==> src/AdcPkg.sv <==
package AdcPkg;

    ////////////////////////////////////////////////////////////////////////////
    // ADC and accumulation
    ////////////////////////////////////////////////////////////////////////////

    // AD9220 class converter, 12 bit with 3 clock latency
    localparam int AdcWidth      = 12;
    localparam int AdcPipeDelay  = 3;
    // Clk cycles per ADC clock period
    localparam int AdcClkDiv     = 10;
    localparam int HalfPeriod    = AdcClkDiv / 2;
    localparam int PhaseWidth    = $clog2(HalfPeriod);
    // Sample strobe sits mid way through the low phase
    localparam int CaptureTick   = HalfPeriod / 2;
    // Fill counter has to reach AdcPipeDelay+1
    localparam int FillWidth     = $clog2(AdcPipeDelay + 2);

    // Conversions per Hold and the sum that holds them
    localparam int SampleCount   = 32;
    localparam int CountWidth    = $clog2(SampleCount);
    localparam int SumWidth      = 17;
    localparam int ResultWidth   = 16;
    // Over-range flag rides in the top bit
    localparam int FifoWordWidth = ResultWidth + 1;

    // Result queue
    localparam int FifoDepth      = 8;
    localparam int PtrWidth       = $clog2(FifoDepth);
    localparam int FifoCountWidth = PtrWidth + 1;

    ////////////////////////////////////////////////////////////////////////////
    // Register map
    ////////////////////////////////////////////////////////////////////////////

    localparam int AddrWidth    = 2;
    localparam int CfgDataWidth = 8;
    localparam int DelayWidth   = 4;
    localparam int DropWidth    = 8;

    localparam logic [AddrWidth-1:0] CtrlAddr  = 2'd0;
    localparam logic [AddrWidth-1:0] DelayAddr = 2'd1;
    // Read only, a write clears it
    localparam logic [AddrWidth-1:0] DropAddr  = 2'd2;

    // Controller states
    typedef enum logic [2:0] {
        Idle,
        WaitDelay,
        Collect,
        Halve,
        Emit
    } AcqState;

endpackage

==> src/AdcSampler.sv <==
`timescale 1ns/1ps

module AdcSampler
    import AdcPkg::*;
(
    input  logic                Clk,
    input  logic                reset_n,
    input  logic                SamplerRun,
    input  logic [AdcWidth-1:0] AdcData,
    input  logic                AdcOtr,
    output logic                AdcClk,
    output logic                SampleValid,
    output logic [AdcWidth-1:0] Sample,
    output logic                SampleOtr
);

    // Position inside the current half period
    logic [PhaseWidth-1:0] phaseCount;
    // Rising edges seen since the burst began, saturating
    logic [FillWidth-1:0]  fillCount;
    logic                  halfDone;
    logic                  risingNext;
    logic                  fillDone;
    logic                  captureNow;

    assign halfDone   = (phaseCount == PhaseWidth'(HalfPeriod - 1));
    // Toggle out of the low phase is a rising edge
    assign risingNext = halfDone && !AdcClk;
    // Data after this many edges is a real conversion
    assign fillDone   = (fillCount == FillWidth'(AdcPipeDelay + 1));
    // Middle of the low phase, ADC outputs settled long ago
    assign captureNow = SamplerRun && !AdcClk && fillDone &&
                        (phaseCount == PhaseWidth'(CaptureTick));

    ////////////////////////////////////////////////////////////////////////////
    // ADC clock and pipeline fill
    ////////////////////////////////////////////////////////////////////////////

    always_ff @(posedge Clk or negedge reset_n) begin
        if (!reset_n) begin
            phaseCount <= '0;
            AdcClk     <= 1'b0;
            fillCount  <= '0;
        end else if (!SamplerRun) begin
            // Parked low, next burst refills the pipeline
            phaseCount <= '0;
            AdcClk     <= 1'b0;
            fillCount  <= '0;
        end else begin
            if (halfDone) begin
                phaseCount <= '0;
                AdcClk     <= !AdcClk;
            end else begin
                phaseCount <= phaseCount + 1'b1;
            end

            // Count edges only until the pipeline is primed
            if (risingNext && !fillDone) begin
                fillCount <= fillCount + 1'b1;
            end
        end
    end

    ////////////////////////////////////////////////////////////////////////////
    // Conversion capture
    ////////////////////////////////////////////////////////////////////////////

    // One pulse per ADC period
    always_ff @(posedge Clk or negedge reset_n) begin
        if (!reset_n) begin
            SampleValid <= 1'b0;
        end else begin
            SampleValid <= captureNow;
        end
    end

    // Data bus and over-range bit taken together
    always_ff @(posedge Clk) begin
        if (captureNow) begin
            Sample    <= AdcData;
            SampleOtr <= AdcOtr;
        end
    end

endmodule

==> src/AdcControl.sv <==
`timescale 1ns/1ps

module AdcControl
    import AdcPkg::*;
(
    input  logic                   Clk,
    input  logic                   reset_n,
    input  logic                   Hold,
    input  logic                   AcqEnable,
    input  logic [DelayWidth-1:0]  StartDelay,
    input  logic                   SampleValid,
    input  logic [AdcWidth-1:0]    Sample,
    input  logic                   SampleOtr,
    output logic                   SamplerRun,
    output logic                   ResultValid,
    output logic [ResultWidth-1:0] Result,
    output logic                   ResultOtr
);

    AcqState               state;

    // Hold synchronizer and edge register
    logic                  holdSync1;
    logic                  holdSync2;
    logic                  holdLast;
    logic                  holdRise;

    logic [DelayWidth-1:0] delayCount;
    logic [CountWidth-1:0] sampleCount;
    logic                  lastSample;
    logic                  burstStart;

    // Running sum and sticky over-range
    logic [SumWidth-1:0]   accum;
    logic                  otrSticky;

    ////////////////////////////////////////////////////////////////////////////
    // Hold edge detection
    ////////////////////////////////////////////////////////////////////////////

    always_ff @(posedge Clk or negedge reset_n) begin
        if (!reset_n) begin
            holdSync1 <= 1'b0;
            holdSync2 <= 1'b0;
            holdLast  <= 1'b0;
        end else begin
            holdSync1 <= Hold;
            holdSync2 <= holdSync1;
            holdLast  <= holdSync2;
        end
    end

    assign holdRise   = holdSync2 && !holdLast;
    // Edges outside Idle or while disabled are simply lost
    assign burstStart = (state == Idle) && holdRise && AcqEnable;
    assign lastSample = SampleValid && (sampleCount == CountWidth'(SampleCount - 1));

    ////////////////////////////////////////////////////////////////////////////
    // Acquisition FSM
    ////////////////////////////////////////////////////////////////////////////

    always_ff @(posedge Clk or negedge reset_n) begin
        if (!reset_n) begin
            state       <= Idle;
            delayCount  <= '0;
            sampleCount <= '0;
        end else begin
            case (state)
                Idle: begin
                    delayCount  <= '0;
                    sampleCount <= '0;
                    if (burstStart) begin
                        state <= WaitDelay;
                    end
                end
                // StartDelay+1 cycles here
                WaitDelay: begin
                    if (delayCount == StartDelay) begin
                        state <= Collect;
                    end else begin
                        delayCount <= delayCount + 1'b1;
                    end
                end
                Collect: begin
                    if (SampleValid) begin
                        sampleCount <= sampleCount + 1'b1;
                    end
                    if (lastSample) begin
                        state <= Halve;
                    end
                end
                Halve: begin
                    state <= Emit;
                end
                Emit: begin
                    state <= Idle;
                end
                default: begin
                    state <= Idle;
                end
            endcase
        end
    end

    ////////////////////////////////////////////////////////////////////////////
    // Accumulator
    ////////////////////////////////////////////////////////////////////////////

    // 32 x 4095 still fits in 17 bits
    always_ff @(posedge Clk) begin
        if (burstStart) begin
            accum     <= '0;
            otrSticky <= 1'b0;
        end else if ((state == Collect) && SampleValid) begin
            accum     <= accum + SumWidth'(Sample);
            otrSticky <= otrSticky | SampleOtr;
        end else if (state == Halve) begin
            accum <= accum >> 1;
        end
    end

    // Sampler only clocks the ADC during the burst
    assign SamplerRun  = (state == Collect);
    // Single cycle strobe, Emit never repeats
    assign ResultValid = (state == Emit);
    assign Result      = accum[ResultWidth-1:0];
    assign ResultOtr   = otrSticky;

endmodule

==> src/AcqConfig.sv <==
`timescale 1ns/1ps

module AcqConfig
    import AdcPkg::*;
(
    input  logic                    Clk,
    input  logic                    reset_n,
    input  logic                    CfgWrite,
    input  logic [AddrWidth-1:0]    CfgAddr,
    input  logic [CfgDataWidth-1:0] CfgWriteData,
    output logic [CfgDataWidth-1:0] CfgReadData,
    input  logic                    Dropped,
    output logic                    AcqEnable,
    output logic [DelayWidth-1:0]   StartDelay
);

    // Lost results, stops at all ones
    logic [DropWidth-1:0] dropCount;
    logic                 dropFull;

    assign dropFull = &dropCount;

    ////////////////////////////////////////////////////////////////////////////
    // Write side
    ////////////////////////////////////////////////////////////////////////////

    always_ff @(posedge Clk or negedge reset_n) begin
        if (!reset_n) begin
            AcqEnable  <= 1'b0;
            StartDelay <= '0;
        end else if (CfgWrite) begin
            if (CfgAddr == CtrlAddr) begin
                AcqEnable <= CfgWriteData[0];
            end
            if (CfgAddr == DelayAddr) begin
                StartDelay <= CfgWriteData[DelayWidth-1:0];
            end
        end
    end

    // Clear by write wins over a drop in the same cycle
    always_ff @(posedge Clk or negedge reset_n) begin
        if (!reset_n) begin
            dropCount <= '0;
        end else if (CfgWrite && (CfgAddr == DropAddr)) begin
            dropCount <= '0;
        end else if (Dropped && !dropFull) begin
            dropCount <= dropCount + 1'b1;
        end
    end

    // Readback, zero extended, unmapped reads as zero
    always_comb begin
        case (CfgAddr)
            CtrlAddr:  CfgReadData = CfgDataWidth'(AcqEnable);
            DelayAddr: CfgReadData = CfgDataWidth'(StartDelay);
            DropAddr:  CfgReadData = CfgDataWidth'(dropCount);
            default:   CfgReadData = '0;
        endcase
    end

endmodule

==> src/ResultFifo.sv <==
`timescale 1ns/1ps

module ResultFifo
    import AdcPkg::*;
(
    input  logic                     Clk,
    input  logic                     reset_n,
    input  logic                     ResultValid,
    input  logic [ResultWidth-1:0]   Result,
    input  logic                     ResultOtr,
    input  logic                     FifoRead,
    output logic [FifoWordWidth-1:0] FifoData,
    output logic                     FifoEmpty,
    output logic                     Dropped
);

    logic [FifoWordWidth-1:0]  mem [FifoDepth];
    logic [PtrWidth-1:0]       wrPtr;
    logic [PtrWidth-1:0]       rdPtr;
    logic [FifoCountWidth-1:0] count;
    logic                      full;
    logic                      doWrite;
    logic                      doRead;

    assign full      = (count == FifoCountWidth'(FifoDepth));
    assign FifoEmpty = (count == '0);
    // Reads while empty do nothing
    assign doRead    = FifoRead && !FifoEmpty;
    // Full means the new word is thrown away
    assign doWrite   = ResultValid && !full;

    // Head word always on the output
    assign FifoData  = mem[rdPtr];

    ////////////////////////////////////////////////////////////////////////////
    // Storage and pointers
    ////////////////////////////////////////////////////////////////////////////

    always_ff @(posedge Clk) begin
        if (doWrite) begin
            mem[wrPtr] <= {ResultOtr, Result};
        end
    end

    // Depth is a power of two so pointers wrap by themselves
    always_ff @(posedge Clk or negedge reset_n) begin
        if (!reset_n) begin
            wrPtr <= '0;
            rdPtr <= '0;
            count <= '0;
        end else begin
            if (doWrite) begin
                wrPtr <= wrPtr + 1'b1;
            end
            if (doRead) begin
                rdPtr <= rdPtr + 1'b1;
            end
            case ({doWrite, doRead})
                2'b10:   count <= count + 1'b1;
                2'b01:   count <= count - 1'b1;
                default: count <= count;
            endcase
        end
    end

    // One pulse per lost result
    always_ff @(posedge Clk or negedge reset_n) begin
        if (!reset_n) begin
            Dropped <= 1'b0;
        end else begin
            Dropped <= ResultValid && full;
        end
    end

endmodule

==> src/AdcDaq.sv <==
`timescale 1ns/1ps

module AdcDaq
    import AdcPkg::*;
(
    input  logic                     Clk,
    input  logic                     reset_n,
    input  logic                     Hold,
    input  logic                     CfgWrite,
    input  logic [AddrWidth-1:0]     CfgAddr,
    input  logic [CfgDataWidth-1:0]  CfgWriteData,
    output logic [CfgDataWidth-1:0]  CfgReadData,
    input  logic [AdcWidth-1:0]      AdcData,
    input  logic                     AdcOtr,
    output logic                     AdcClk,
    input  logic                     FifoRead,
    output logic [FifoWordWidth-1:0] FifoData,
    output logic                     FifoEmpty
);

    // Config to controller
    logic                   acqEnable;
    logic [DelayWidth-1:0]  startDelay;
    // Controller and sampler
    logic                   samplerRun;
    logic                   sampleValid;
    logic [AdcWidth-1:0]    sample;
    logic                   sampleOtr;
    // Controller to queue, and the drop count back
    logic                   resultValid;
    logic [ResultWidth-1:0] result;
    logic                   resultOtr;
    logic                   dropped;

    AcqConfig cfg0 (
        .Clk          (Clk),
        .reset_n      (reset_n),
        .CfgWrite     (CfgWrite),
        .CfgAddr      (CfgAddr),
        .CfgWriteData (CfgWriteData),
        .CfgReadData  (CfgReadData),
        .Dropped      (dropped),
        .AcqEnable    (acqEnable),
        .StartDelay   (startDelay)
    );

    AdcControl control0 (
        .Clk         (Clk),
        .reset_n     (reset_n),
        .Hold        (Hold),
        .AcqEnable   (acqEnable),
        .StartDelay  (startDelay),
        .SampleValid (sampleValid),
        .Sample      (sample),
        .SampleOtr   (sampleOtr),
        .SamplerRun  (samplerRun),
        .ResultValid (resultValid),
        .Result      (result),
        .ResultOtr   (resultOtr)
    );

    AdcSampler sampler0 (
        .Clk         (Clk),
        .reset_n     (reset_n),
        .SamplerRun  (samplerRun),
        .AdcData     (AdcData),
        .AdcOtr      (AdcOtr),
        .AdcClk      (AdcClk),
        .SampleValid (sampleValid),
        .Sample      (sample),
        .SampleOtr   (sampleOtr)
    );

    ResultFifo fifo0 (
        .Clk         (Clk),
        .reset_n     (reset_n),
        .ResultValid (resultValid),
        .Result      (result),
        .ResultOtr   (resultOtr),
        .FifoRead    (FifoRead),
        .FifoData    (FifoData),
        .FifoEmpty   (FifoEmpty),
        .Dropped     (dropped)
    );

endmodule

==> config.mk <==
export PLATFORM = sky130hd
export DESIGN_NAME = AdcDaq
export DESIGN_NICKNAME = d
export VERILOG_FILES = /design/src/AdcPkg.sv /design/src/AdcSampler.sv /design/src/AdcControl.sv /design/src/AcqConfig.sv /design/src/ResultFifo.sv /design/src/AdcDaq.sv
export SDC_FILE = /design/constraint.sdc
export NUM_CORES = 1
export LEC_CHECK = 0
export ABC_AREA = 0
export ABC_CLOCK_PERIOD_IN_PS = 3900
export BUFFER_PORTS_ARGS = -buffer_cell sky130_fd_sc_hd__buf_4
export CAP_MARGIN = 10
export CORE_AREA = 2 2 128 130
export DETAILED_ROUTE_END_ITERATION = 6
export DIE_AREA = 0 0 130 132
export HOLD_SLACK_MARGIN = 0.02
export PLACE_DENSITY = 0.77
export SYNTH_ARGS = -nofsm -noshare
export SYNTH_HDL_FRONTEND = slang
export SYNTH_SLANG_ARGS = --single-unit
export TNS_END_PERCENT = 100
==> constraint.sdc <==
create_clock -name Clk -period 3.9 [get_ports Clk]
set_input_delay 0.78 -clock Clk [delete_from_list [all_inputs] [get_ports Clk]]
set_output_delay 0.78 -clock Clk [all_outputs]
set_load 0.05 [all_outputs]
==> flow_summary.rst <==
.. list-table::
   :header-rows: 1

   * - Metric
     - Value
   * - Number of storage elements in the synthesis netlist
     - roughly 210
   * - CTS tree
     - done
   * - Number of I/O port buffers
     - 50
   * - Pin count of the biggest net entering global routing
     - 48
   * - Fraction of final layout cells with drive strength greater than 1
     - 0.243
   * - Cells along the critical path
     - buf_12, mux4_2, mux2_2, buf_4
   * - Startpoint type of the worst setup path
     - register
   * - Worst path buffer plus inverter count
     - 2
   * - Site row count
     - between 40 and 50
   * - Nets@finish
     - 731
   * - Final max-slew violation count
     - 0
   * - Count of clock tree sinks
     - between 200 and 250
   * - Worst-Margin Slew
     - slightly above 1 ns
   * - Worst Skew
     - roughly 0.014 ns
   * - Total count of hold-check failures in the final report
     - 0
   * - Final Setup Violations
     - 0
   * - Ports
     - 55
   * - Cell family with the largest share of critical-path delay
     - multiplexers
   * - Half-perimeter wire length after detailed placement
     - roughly 11000 um
   * - TritonCTS buffer count
     - 22
   * - Hold_buf cts
     - 0
   * - Mean Syn Cell Area
     - ~15 sq um
   * - Reg area
     - roughly 6000 sq um
   * - CTS root buf
     - sky130_fd_sc_hd__clkbuf_16
   * - Wire length of the first global-routing pass
     - between 20000 and 30000 um
   * - Most used routing layer
     - met2
   * - Clock transition at the registers of the reported paths
     - approximately 0.06 ns
   * - Area of the core
     - 15700 sq um
   * - Leading cell types in the layout, fill and taps excluded
     - sky130_fd_sc_hd__edfxtp_1, sky130_fd_sc_hd__buf_4, sky130_fd_sc_hd__dfrtp_1
   * - Final sum of negative setup slack
     - 0 ns
   * - Leading cell type in the layout, fill and taps excluded
     - sky130_fd_sc_hd__edfxtp_1
   * - Count of cell types in the netlist
     - 63
   * - Synth Instances
     - just over 600
   * - Post-placement worst setup slack
     - approximately 1.1 ns
   * - Slew margin rel.
     - 0.323
   * - Vertical die dimension
     - around 130 um
   * - Layout Area Growth over Synthesis
     - 14.9%
   * - Fin crit period
     - 3.34 ns
   * - Final Cell Area
     - approximately 11000 sq um
   * - Starting utilization of the core area
     - 0.589
   * - DRC violations left
     - 0
   * - Post-Syn Area
     - between 9000 and 10000 sq um
   * - Number of global-route vias before repair
     - around 5400
   * - Worst-skew pair later-pin latency
     - about 0.50 ns
   * - Main synth FF type
     - sky130_fd_sc_hd__edfxtp_1
   * - Post-CTS resize count
     - 0
   * - Maximum fanout along the worst path
     - 21
   * - Initial antenna violation count
     - 0
   * - Power per Cell Area
     - between 600 and 700 nW/um^2
   * - WL per Instance
     - about 19 um
   * - Worst EP arrival
     - between 2 and 3 ns
   * - H-Tree Depth
     - 1
   * - DRT iter0 DRCs
     - between 300 and 400
   * - Classification of the worst-slack hold path
     - primary input to asynchronous set/reset pin
   * - Tcrit/Tclk final
     - 0.856
   * - Max stage delay cell, worst path
     - sky130_fd_sc_hd__dfrtp_2
   * - First-pass DRT Iterations
     - 5
   * - GR Util met3
     - 0.0345
   * - Maximum vdd drop
     - 0.370 mV
   * - Post-Route Utilization
     - 0.677
   * - Routability congestion estimate
     - roughly 0.8
   * - Remaining Overflow, GRT
     - 0
   * - Slowest stage delay, CP
     - roughly 0.7 ns
   * - Category of the most critical setup path
     - register to output port
   * - Fillers
     - roughly 1000
   * - Outcome
     - finished, final reports clean
   * - CP Capture Type
     - output port
   * - Global-route track usage on met1
     - 0.291
   * - WP data required
     - approximately 3.1 ns
   * - Post-CTS setup buffer count
     - 0
   * - Via-per-instance ratio
     - between 5 and 6
   * - Die Outline Area
     - between 15000 and 20000 sq um
   * - Total of max-cap violations
     - 0
   * - Total chip power
     - ~6.4 mW
   * - Final antenna diode count
     - 0
   * - Sequential element share of the synthesized area
     - 0.650
   * - Maximum count of clock buffers along a single path
     - 3
   * - GRT Util Overall
     - 0.213
   * - Horizontal die dimension
     - between 100 and 150 um
   * - Number of synthesized flops with an enable pin
     - roughly 150
   * - Async set-reset flop share out of synthesis
     - 0.220
   * - Via total after detailed routing
     - around 5300
   * - Detail Route Antenna Nets
     - 0
   * - Static leakage power
     - approximately 4 nW
   * - Footprint of the multi-input gates
     - 3110 sq um
   * - Syn. warnings
     - 0
   * - RSZ-0062 raised after global routing
     - no
   * - Maximum operating frequency
     - about 0.30 GHz
   * - Area post-placement
     - 9930 sq um
   * - Met2 GRT Util
     - 0.358
   * - Detailed Route WL
     - about 18000 um
   * - Syn Nets
     - between 600 and 700
   * - Smallest setup slack after layout
     - about 0.56 ns
-- synthesized netlist by cell type (all sizes together) (7+ instances only) --
cell type / count / share of area
ha: 26 / 0.035
nand2: 40 / 0.016
and2: 7 / 0.0047
mux2: 22 / 0.027
a22oi: 10 / 0.0081
nand2b: 7 / 0.0047
xnor2: 20 / 0.019
clkbuf: 8 / 0.0035
inv: 16 / 0.0065
edfxtp: 149 / 0.48
dfxtp: 18 / 0.039
xor2: 11 / 0.010
nand3: 15 / 0.0081
o21ai: 18 / 0.010
nor3: 11 / 0.0060
a21oi: 26 / 0.014
and3: 8 / 0.0061
o22ai: 7 / 0.0047
mux4: 34 / 0.083
nor2: 37 / 0.017
dfrtp: 47 / 0.13
buf: 14 / 0.0092
-- cells by family after synthesis --
kind of cell               count (synthesis)  share of synthesized area
DFF                                      214                      0.650
and+or+nand+nor                          147                     0.0799
AOI/OAI and AO/OA                         92                     0.0672
muxes                                     61                      0.115
buffers and inverters                     38                     0.0192
xor gates and xnor gates                  31                     0.0294
adders and majority gates                 28                     0.0395
-- metrics by stage --
step           instances  hold slack (ns)
3_5_place_dp         867            0.337
3_3_place_gp         867            0.338
2_1_floorplan        611            0.331
4_1_cts              906            0.310
5_1_grt              906            0.338
6_report             906            0.299
-- worst register-to-register path: stages, from the launching register on --
cell and delay, ns:
sky130_fd_sc_hd__dfrtp_1 0.49, sky130_fd_sc_hd__nor3b_1 0.49, sky130_fd_sc_hd__nand2_1 0.43, sky130_fd_sc_hd__ha_1 0.37
sky130_fd_sc_hd__ha_1 0.29, sky130_fd_sc_hd__a21o_1 0.15, sky130_fd_sc_hd__a21oi_1 0.16, sky130_fd_sc_hd__xnor2_1 0.14
sky130_fd_sc_hd__nor2_1 0.07, sky130_fd_sc_hd__xor2_1 0.14
-- report_power, final --
group	total [mW]	internal [mW]	switching, mW
combinational	1.67	0.690	0.978
sequential	2.74	2.53	0.217
clock	2.00	1.20	0.802
total	6.42	4.42	2.00
-- area by class of cell --
class | count | area share
clock buffers | 33 | 0.0605
flip-flops and latches | 214 | 0.565
repair buffers | 62 | 0.0450
multi-input cells | 359 | 0.293
well taps | 216 | 0.0254
inverters | 16 | 0.00565
clock inverters | 6 | 0.00541
-- path summary, 6_finish.rpt --
path                            slack (ns)                from  cells after the start                     end
worst max-delay path                  0.56      fifo0.rdPtr[0]                      4             FifoData[7]
worst min-delay path                  0.30             reset_n                      1  sampler0.phaseCount[0]
worst max register to register        1.06   control0.state[0]                      9          fifo0.count[3]
worst min register to register        0.36  control0.holdSync1                      0      control0.holdSync2
min in group Clk                      0.36  control0.holdSync1                      0      control0.holdSync2
max in group asynchronous             3.16             reset_n                      1          fifo0.rdPtr[0]
-- per-layer routing --
layer | up-vias | wire [um]
li1 | 2479 | -
met1 | 2613 | 7260
met2 | 172 | 8990
met3 | 29 | 988
met4 | 0 | 310
met5 | - | 0
-- registers in the layout, indices dropped and copies added, names as in the netlist --
register              count
cfg0.AcqEnable            1
control0.delayCount       4
sampler0.phaseCount       3
sampler0.SampleValid      1
fifo0.mem               136
cfg0.StartDelay           4
control0.sampleCount      5
sampler0.Sample          12
sampler0.AdcClk           1
sampler0.fillCount        3
fifo0.count               4
cfg0.dropCount            8
fifo0.rdPtr               3
control0.holdSync1        1
control0.holdLast         1
fifo0.wrPtr               3
sampler0.SampleOtr        1
control0.holdSync2        1
fifo0.Dropped             1
control0.state            3
control0.accum           17
control0.ResultOtr        1
Power figures use the tool's default switching activity.
